## src/batchFilter_defines.svh

```systemverilog
`ifndef BATCHFILTER_DEFINES_SVH
`define BATCHFILTER_DEFINES_SVH

// Samples per batch, one pass covers a whole bank
`define BATCH_DEPTH 8

// Signed input sample width
`define SAMPLE_WIDTH 12

// Two guard bits keep the forward plus backward sum exact
`define OUT_WIDTH (`SAMPLE_WIDTH + 2)

// Feedback coefficient is 2**-COEF_SHIFT
`define COEF_SHIFT 1

`endif

```

## src/batchFilter_pkg.sv

```systemverilog
`default_nettype none
`include "batchFilter_defines.svh"

package batchFilter_pkg;

    // Input sample
    typedef logic signed [`SAMPLE_WIDTH-1:0] sample_t;

    // Recursion state and combined sum
    typedef logic signed [`OUT_WIDTH-1:0] acc_t;

    // Index within one batch
    typedef logic [$clog2(`BATCH_DEPTH)-1:0] addr_t;

    // Processing FSM states
    typedef enum logic [1:0] {
        IDLE,
        FORWARD,
        BACKWARD,
        FINISH
    } seqState_t;

    // Pass that a returned sample belongs to
    typedef enum logic {
        PASS_FWD,
        PASS_BWD
    } pass_t;

endpackage

`default_nettype wire

```

## src/recursionUnit.sv

```systemverilog
`timescale 1ns/100ps
`default_nettype none
`include "batchFilter_defines.svh"

module recursionUnit (
    input  wire logic                     clkDS,
    input  wire logic                     rst,
    input  wire logic                     clear,
    input  wire logic                     step,
    input  wire batchFilter_pkg::sample_t x,
    output batchFilter_pkg::acc_t         state
);
    import batchFilter_pkg::*;

    // Value of the previous step
    acc_t acc;

    // State for the sample on x, valid in the cycle step is high
    // Power of two coefficient, so a shift replaces the multiplier
    assign state = x + (acc >>> `COEF_SHIFT);

    always_ff @(posedge clkDS or negedge rst) begin
        if (!rst) begin
            acc <= '0;
        end else if (clear) begin
            // Zero start for a new pass
            acc <= '0;
        end else if (step) begin
            acc <= state;
        end
    end

endmodule

`default_nettype wire

```

## src/sampleCollector.sv

```systemverilog
`timescale 1ns/100ps
`default_nettype none
`include "batchFilter_defines.svh"

module sampleCollector (
    input  wire logic                     clkDS,
    input  wire logic                     rst,
    input  wire batchFilter_pkg::sample_t inSample,
    input  wire logic                     inValid,
    output logic                          inReady,
    output logic [1:0]                    bankFull,
    input  wire logic                     bankRelease,
    input  wire logic                     bankSel,
    input  wire logic                     rdBank,
    input  wire batchFilter_pkg::addr_t   rdAddr,
    output batchFilter_pkg::sample_t      rdData
);
    import batchFilter_pkg::*;

    localparam addr_t LAST_ADDR = addr_t'(`BATCH_DEPTH - 1);

    // Ping-pong sample banks
    sample_t mem [2][`BATCH_DEPTH];

    logic  fillBank;
    addr_t fillPtr;
    logic  wrEn;

    // Stall only when the bank being filled still waits for the sequencer
    assign inReady = !bankFull[fillBank];
    assign wrEn    = inValid && inReady;

    always_ff @(posedge clkDS) begin
        if (wrEn) begin
            mem[fillBank][fillPtr] <= inSample;
        end
        // Registered read port
        rdData <= mem[rdBank][rdAddr];
    end

    always_ff @(posedge clkDS or negedge rst) begin
        if (!rst) begin
            fillBank <= 1'b0;
            fillPtr  <= '0;
            bankFull <= 2'b00;
        end else begin
            if (bankRelease) begin
                bankFull[bankSel] <= 1'b0;
            end
            if (wrEn) begin
                if (fillPtr == LAST_ADDR) begin
                    // Bank complete, hand it over and swap
                    fillPtr            <= '0;
                    fillBank           <= ~fillBank;
                    bankFull[fillBank] <= 1'b1;
                end else begin
                    fillPtr <= fillPtr + 1'b1;
                end
            end
        end
    end

    // A partly filled bank is never flagged full nor freed by the sequencer
    assert property (@(posedge clkDS) disable iff (!rst)
        fillPtr != '0 |-> !bankFull[fillBank] && !(bankRelease && bankSel == fillBank))
        else $error("sample write into a bank held by the sequencer");

endmodule

`default_nettype wire

```

## src/batchSequencer.sv

```systemverilog
`timescale 1ns/100ps
`default_nettype none
`include "batchFilter_defines.svh"

module batchSequencer (
    input  wire logic                     clkDS,
    input  wire logic                     rst,
    input  wire logic [1:0]               bankFull,
    output logic                          bankRelease,
    output logic                          bankSel,
    output logic                          rdBank,
    output batchFilter_pkg::addr_t        rdAddr,
    input  wire batchFilter_pkg::sample_t rdData,
    input  wire logic [1:0]               resSpace,
    output logic                          resWrite,
    output logic                          resBankSel,
    output batchFilter_pkg::addr_t        resAddr,
    output logic [`OUT_WIDTH-1:0]         resData,
    output logic                          resCommit
);
    import batchFilter_pkg::*;

    localparam int CNT_W = $clog2(`BATCH_DEPTH + 1);
    // Each pass takes BATCH_DEPTH reads plus one cycle of read latency
    localparam logic [CNT_W-1:0] LAST_CYCLE = CNT_W'(`BATCH_DEPTH);

    seqState_t        seqState;
    logic [CNT_W-1:0] cnt;
    pass_t            curPass;
    pass_t            passD;
    logic             rdIssue;
    logic             rdValidD;
    addr_t            addrD;
    logic             fwdClear;
    logic             bwdClear;
    logic             fwdStep;
    logic             bwdStep;
    acc_t             fwdState;
    acc_t             bwdState;
    acc_t             sum;

    // Forward results per sample index
    acc_t partMem [`BATCH_DEPTH];

    always_ff @(posedge clkDS or negedge rst) begin
        if (!rst) begin
            seqState   <= IDLE;
            cnt        <= '0;
            bankSel    <= 1'b0;
            resBankSel <= 1'b0;
            rdValidD   <= 1'b0;
        end else begin
            rdValidD <= rdIssue;
            case (seqState)
                IDLE: begin
                    // Need a full batch and an empty result bank
                    if (bankFull[bankSel] && resSpace[resBankSel]) begin
                        seqState <= FORWARD;
                    end
                end
                FORWARD: begin
                    if (cnt == LAST_CYCLE) begin
                        cnt      <= '0;
                        seqState <= BACKWARD;
                    end else begin
                        cnt <= cnt + 1'b1;
                    end
                end
                BACKWARD: begin
                    if (cnt == LAST_CYCLE) begin
                        cnt      <= '0;
                        seqState <= FINISH;
                    end else begin
                        cnt <= cnt + 1'b1;
                    end
                end
                FINISH: begin
                    seqState   <= IDLE;
                    bankSel    <= ~bankSel;
                    resBankSel <= ~resBankSel;
                end
                default: seqState <= IDLE;
            endcase
        end
    end

    // Read side, ascending forward and descending backward
    assign rdIssue = (seqState == FORWARD || seqState == BACKWARD) && cnt < LAST_CYCLE;
    assign rdAddr  = (seqState == BACKWARD) ? addr_t'(`BATCH_DEPTH - 1 - cnt) : addr_t'(cnt);
    assign rdBank  = bankSel;
    assign curPass = (seqState == BACKWARD) ? PASS_BWD : PASS_FWD;

    // Address and pass follow the read data by one cycle
    always_ff @(posedge clkDS) begin
        addrD <= rdAddr;
        passD <= curPass;
        if (fwdStep) begin
            partMem[addrD] <= fwdState;
        end
    end

    assign fwdClear = (seqState == IDLE);
    assign bwdClear = (seqState == FORWARD);
    assign fwdStep  = rdValidD && passD == PASS_FWD;
    assign bwdStep  = rdValidD && passD == PASS_BWD;

    recursionUnit fwdRec (
        .clkDS(clkDS),
        .rst  (rst),
        .clear(fwdClear),
        .step (fwdStep),
        .x    (rdData),
        .state(fwdState)
    );

    recursionUnit bwdRec (
        .clkDS(clkDS),
        .rst  (rst),
        .clear(bwdClear),
        .step (bwdStep),
        .x    (rdData),
        .state(bwdState)
    );

    // Combine with the stored forward value, offset binary out
    assign sum         = bwdState + partMem[addrD];
    assign resData     = {~sum[`OUT_WIDTH-1], sum[`OUT_WIDTH-2:0]};
    assign resWrite    = bwdStep;
    assign resAddr     = addrD;
    assign bankRelease = (seqState == FINISH);
    assign resCommit   = (seqState == FINISH);

    assert property (@(posedge clkDS) disable iff (!rst) resWrite |-> seqState == BACKWARD)
        else $error("result write outside the backward pass");

endmodule

`default_nettype wire

```

## src/resultStreamer.sv

```systemverilog
`timescale 1ns/100ps
`default_nettype none
`include "batchFilter_defines.svh"

module resultStreamer (
    input  wire logic                    clkDS,
    input  wire logic                    rst,
    input  wire logic                    resWrite,
    input  wire logic                    resBankSel,
    input  wire batchFilter_pkg::addr_t  resAddr,
    input  wire logic [`OUT_WIDTH-1:0]   resData,
    input  wire logic                    resCommit,
    output logic [1:0]                   resSpace,
    output logic [`OUT_WIDTH-1:0]        outSample,
    output logic                         outValid,
    input  wire logic                    outReady
);
    import batchFilter_pkg::*;

    localparam addr_t LAST_ADDR = addr_t'(`BATCH_DEPTH - 1);

    // Ping-pong result banks
    logic [`OUT_WIDTH-1:0] mem [2][`BATCH_DEPTH];

    logic [1:0] committed;
    logic       drainBank;
    addr_t      drainPtr;
    logic       xfer;

    always_ff @(posedge clkDS) begin
        if (resWrite) begin
            mem[resBankSel][resAddr] <= resData;
        end
    end

    // Banks commit alternately, so the drain bank simply alternates too
    assign outValid  = committed[drainBank];
    assign outSample = mem[drainBank][drainPtr];
    assign resSpace  = ~committed;
    assign xfer      = outValid && outReady;

    always_ff @(posedge clkDS or negedge rst) begin
        if (!rst) begin
            committed <= 2'b00;
            drainBank <= 1'b0;
            drainPtr  <= '0;
        end else begin
            if (resCommit) begin
                committed[resBankSel] <= 1'b1;
            end
            if (xfer) begin
                if (drainPtr == LAST_ADDR) begin
                    // Last word gone, bank is free again
                    drainPtr             <= '0;
                    drainBank            <= ~drainBank;
                    committed[drainBank] <= 1'b0;
                end else begin
                    drainPtr <= drainPtr + 1'b1;
                end
            end
        end
    end

    // Held word must not change while the sink stalls
    assert property (@(posedge clkDS) disable iff (!rst)
        outValid && !outReady |=> outValid && $stable(outSample))
        else $error("output word changed under back-pressure");

endmodule

`default_nettype wire

```

## src/batchFilter.sv

```systemverilog
`timescale 1ns/100ps
`default_nettype none
`include "batchFilter_defines.svh"

module batchFilter (
    input  wire logic                     clkDS,
    input  wire logic                     rst,
    input  wire batchFilter_pkg::sample_t inSample,
    input  wire logic                     inValid,
    output wire logic                     inReady,
    output wire logic [`OUT_WIDTH-1:0]    outSample,
    output wire logic                     outValid,
    input  wire logic                     outReady
);
    import batchFilter_pkg::*;

    // Collector to sequencer
    wire logic [1:0]  bankFull;
    wire logic        bankRelease;
    wire logic        bankSel;
    wire logic        rdBank;
    wire addr_t       rdAddr;
    wire sample_t     rdData;

    // Sequencer to streamer
    wire logic [1:0]            resSpace;
    wire logic                  resWrite;
    wire logic                  resBankSel;
    wire addr_t                 resAddr;
    wire logic [`OUT_WIDTH-1:0] resData;
    wire logic                  resCommit;

    sampleCollector collector (
        .clkDS      (clkDS),
        .rst        (rst),
        .inSample   (inSample),
        .inValid    (inValid),
        .inReady    (inReady),
        .bankFull   (bankFull),
        .bankRelease(bankRelease),
        .bankSel    (bankSel),
        .rdBank     (rdBank),
        .rdAddr     (rdAddr),
        .rdData     (rdData)
    );

    batchSequencer sequencer (
        .clkDS      (clkDS),
        .rst        (rst),
        .bankFull   (bankFull),
        .bankRelease(bankRelease),
        .bankSel    (bankSel),
        .rdBank     (rdBank),
        .rdAddr     (rdAddr),
        .rdData     (rdData),
        .resSpace   (resSpace),
        .resWrite   (resWrite),
        .resBankSel (resBankSel),
        .resAddr    (resAddr),
        .resData    (resData),
        .resCommit  (resCommit)
    );

    resultStreamer streamer (
        .clkDS     (clkDS),
        .rst       (rst),
        .resWrite  (resWrite),
        .resBankSel(resBankSel),
        .resAddr   (resAddr),
        .resData   (resData),
        .resCommit (resCommit),
        .resSpace  (resSpace),
        .outSample (outSample),
        .outValid  (outValid),
        .outReady  (outReady)
    );

endmodule

`default_nettype wire

```

## config.mk

```make
export PLATFORM = sky130hd
export DESIGN_NAME = batchFilter
export DESIGN_NICKNAME = d
export VERILOG_FILES = /design/src/batchFilter_pkg.sv /design/src/recursionUnit.sv /design/src/sampleCollector.sv /design/src/batchSequencer.sv /design/src/resultStreamer.sv /design/src/batchFilter.sv
export VERILOG_INCLUDE_DIRS = /design/src
export SDC_FILE = /design/constraint.sdc
export NUM_CORES = 1
export LEC_CHECK = 0
export ABC_AREA = 1
export BUFFER_PORTS_ARGS = -buffer_cell sky130_fd_sc_hd__buf_2
export CORE_AREA = 2 2 258 260
export CTS_CLUSTER_SIZE = 16
export DETAILED_ROUTE_END_ITERATION = 8
export DIE_AREA = 0 0 260 262
export PLACE_DENSITY_LB_ADDON = 0.12
export SYNTH_ARGS = -nofsm -noshare
export SYNTH_HDL_FRONTEND = slang
export SYNTH_HIERARCHICAL = 1
export SYNTH_SLANG_ARGS = --single-unit
```

## constraint.sdc

```tcl
create_clock -name clkDS -period 3.15 [get_ports clkDS]
set_clock_uncertainty 0.05 [all_clocks]
set_input_delay 0.4725 -clock clkDS [delete_from_list [all_inputs] [get_ports clkDS]]
set_output_delay 0.4725 -clock clkDS [all_outputs]
set_load 0.05 [all_outputs]
```

==> flow_summary.yaml <==
critical_path:
  cp-start-kind: "register"
  worstPathCellList: "ha_2 > inv_2 > fa_2 > inv_2 > nand3_2 > nand3_4 > nand2_2 > nand3_1 > nand2_1 > and2_4 > ha_4 > buf_4 > nand2_2 > nor3_4 > nand3_2 > nand4_1 > nand2_2 > buf_12"
  critPathMaxStageDelay_ns: 0.36
  crit_type: "reg2reg"
  crit_fanout: 16
  cp.arrival_ns: 3.33
  crit_path_end_kind: "register"
  path_buf_inv: 4
  crit_family: "simple AND/OR/NAND/NOR gates"
  slowest_stage: "dfrtp_1"
  cp_common_cell: "nand2_2"
  crit_required_ns: 3.44
clock_tree:
  cts.clk_slew.worst_paths_ns: 0.06
  cts_htree_levels: 3
  cts.sinks: 591
  cts_made_buffers: 68
  worstSkewPairLatency_ns: 0.60
  cts_root_buf: "clkbuf_16"
  cts_tree: "yes"
  ctsLongestPathBuffers: 3
placement:
  dp_hpwl_mm: 43.1
  numPortBuffers: 31
  dp_cells: 3652
  gp_congestion: 0.880
  dpl_cell_area_um2: 29000
  dp_slack_ns: -0.149
final_layout:
  drive_above_1_share_pct: 13.6
  syn2layout_area_growth_pct: 17.4
  nNetsFinal: 2943
  num_antenna_cells: 0
  final_util_pct: 48.8
  finalNonFillerCells: 3789
  fin_area_um2: 31800
timing:
  timing.final.crit_share_pct: 96.5
  setup_ws_ns: 0.112
  finalCriticalPeriod_ns: 3.04
  tightest_slew_ns: 0.843
  max_freq_mhz: 329
  slew_headroom_pct: 43.4
  grt_setup_unrepaired: "true"
  hold_violations: 0
  setup_viol: 0
  drv_slew: 0
synth:
  synthTopCellsByArea: "edfxtp_1, nand2_1, nand3_1"
  ys_ff_latch: 591
  ys_async_sr_fraction_pct: 7.95
  synth-seq-area-share_pct: 64.0
  synth_edf_count: 528
  yosys.area_share.simple_pct: 22.3
  synth_xor_area_share_pct: 0.928
  avgSynthCellArea_um2: 9.92
  synth_top_cells_by_count: "nand2_1, edfxtp_1, inv_1"
  yosysUniqueCellTypes: 49
  syn-num-nets: 2800
  synth_compound_area_share_pct: 1.72
  ys.flop_type: "edfxtp_1"
  synth.most_common_cell: "nand2_1"
  yosysTopAreaCellShare_pct: 58.5
  ys.warnings.count: 6
  netlist_instances: 2733
  synth_top_family_by_area: "simple AND/OR/NAND/NOR gates"
  yosysTopAreaCell: "edfxtp_1"
  synthAdderAreaFrac_pct: 2.44
  syn-cell-area_um2: 27100
  synthMuxAreaShare_pct: 0
drt:
  wl_per_cell_um: 18.3
  drt-total-wl_mm: 69.2
  vias: 18600
  first_pass_iters: 5
  postRouteAntennaNets: 0
  via_per_inst: 4.90
  first_iter_violations: 1239
  drc: 0
floorplan:
  die-area_um2: 68100
  start_util_pct: 41.5
  dieWidth_um: 260
  core_region_area_um2: 65300
  core.rowCount: 94
  die_h_um: 262
  num_io_pins: 32
flow_run:
  drv_cap: 0
global_route:
  antenna_found_initial: 0
  grt_pass1_wl_mm: 105
  track_usage_pct: 20.4
  grt.overflow.total: 0
  grt_max_degree: 79
  first_global_vias: 17700
hold_path:
  min_path_type: "in2reg"
status:
  status: "finished, final reports clean"
-- registers in the layout (all words and copies together), names as in the netlist --
register and flops:
collector/fillPtr 3, collector/bankFull 2, sequencer/seqState 2, streamer/mem 224
sequencer/resBankSel 1, collector/mem 192, streamer/drainPtr 3, sequencer/rdValidD 1
sequencer/partMem 112, streamer/committed 2, collector/rdData 12, streamer/drainBank 1
sequencer/passD 1, sequencer/bankSel 1, collector/fillBank 1, sequencer/bwdRec/acc 13
sequencer/resAddr 3, sequencer/fwdRec/acc 13, sequencer/cnt 4
-- cells in the final DEF, fill, tap and decap left out, drive strengths merged, types with 2 or more instances in the layout --
cell,Yosys,layout
a21oi,38,38
a221oi,3,3
a22oi,5,5
a31oi,2,2
and2,15,15
buf,89,171
bufinv,0,3
clkbuf,13,98
clkinv,3,21
clkinvlp,0,2
dfrtp,47,47
dfxtp,16,16
edfxtp,528,528
fa,3,3
ha,48,48
inv,455,455
nand2,898,899
nand3,370,370
nand3b,2,2
nand4,24,24
nor2,94,94
nor3,13,13
nor4,4,4
o2111a,2,2
o211ai,3,3
o21ai,20,20
or2,8,8
xnor2,9,9
xor2,18,18
-- final timing paths --
path                                         start                 endpoint  slack, ns  cells past startpoint
max                        sequencer/bwdRec/acc[1]     streamer/mem[1][110]       0.11                     18
max reg2reg                sequencer/bwdRec/acc[1]     streamer/mem[1][110]       0.11                     18
min reg2reg                sequencer/fwdRec/acc[7]  sequencer/fwdRec/acc[7]       0.44                      2
min                                        inValid       collector/fillBank       0.19                      3
max in group asynchronous                      rst  sequencer/fwdRec/acc[1]       1.92                      3
min in group asynchronous                      rst  sequencer/bwdRec/acc[8]       0.44                      2
-- routing by layer --
layer / vias to the layer above / routed length, µm / GRT usage [%]
met5: - / 0 / 0
met4: 0 / 1640 / 5.81
met3: 102 / 3150 / 3.09
met2: 408 / 34000 / 34.9
met1: 8935 / 30400 / 27.1
li1: 9129 / - / -
-- what timing repair did --
action | 4_1_cts | 5_1_grt
gates cloned | 1 | 2
hold buffers | 1 | 0
buffers inserted | 2 | 12
pin swaps | 0 | 24
endpoints found under the setup margin | 160 | 145
gates resized for setup | 26 | 92
hold endpoints to repair | 21 | 0
-- area by class of cell --
cell class                 instances  area, µm²
multi-input combinational       1583       7990
fill                            5910      33500
clock inverter                    23        224
timing repair buffer             174       1490
sequential                       591      17400
inverter                         458       1730
tap                              864       1080
clock buffer                      96       1940
-- cell families after synthesis --
| family | count (synthesis) |
|---|---|
| AND/OR/NAND/NOR | 1428 |
| flip-flops | 591 |
| AO/OA/AOI/OAI | 76 |
| XOR/XNOR | 27 |
| adder cells (fa/ha/maj) | 51 |
| buffers and inverters | 560 |
-- worst min-delay path: stages --
cell	delay, ns
buf_2	0.12
nand3_1	0.12
xor2_1	0.07
-- stage by stage --
stage / hold slack [ns] / TNS [ns]
floorplan: 0.127 / 0
global placement: 0.417 / -4.51
detailed placement: 0.423 / -12.91
CTS: 0.154 / -1.28
global route: 0.197 / -1.56
finish: 0.186 / 0
Power is left out: the tool's default activity adds up to more than one toggle a clock period on the data nets, which glitch-free logic cannot reach.
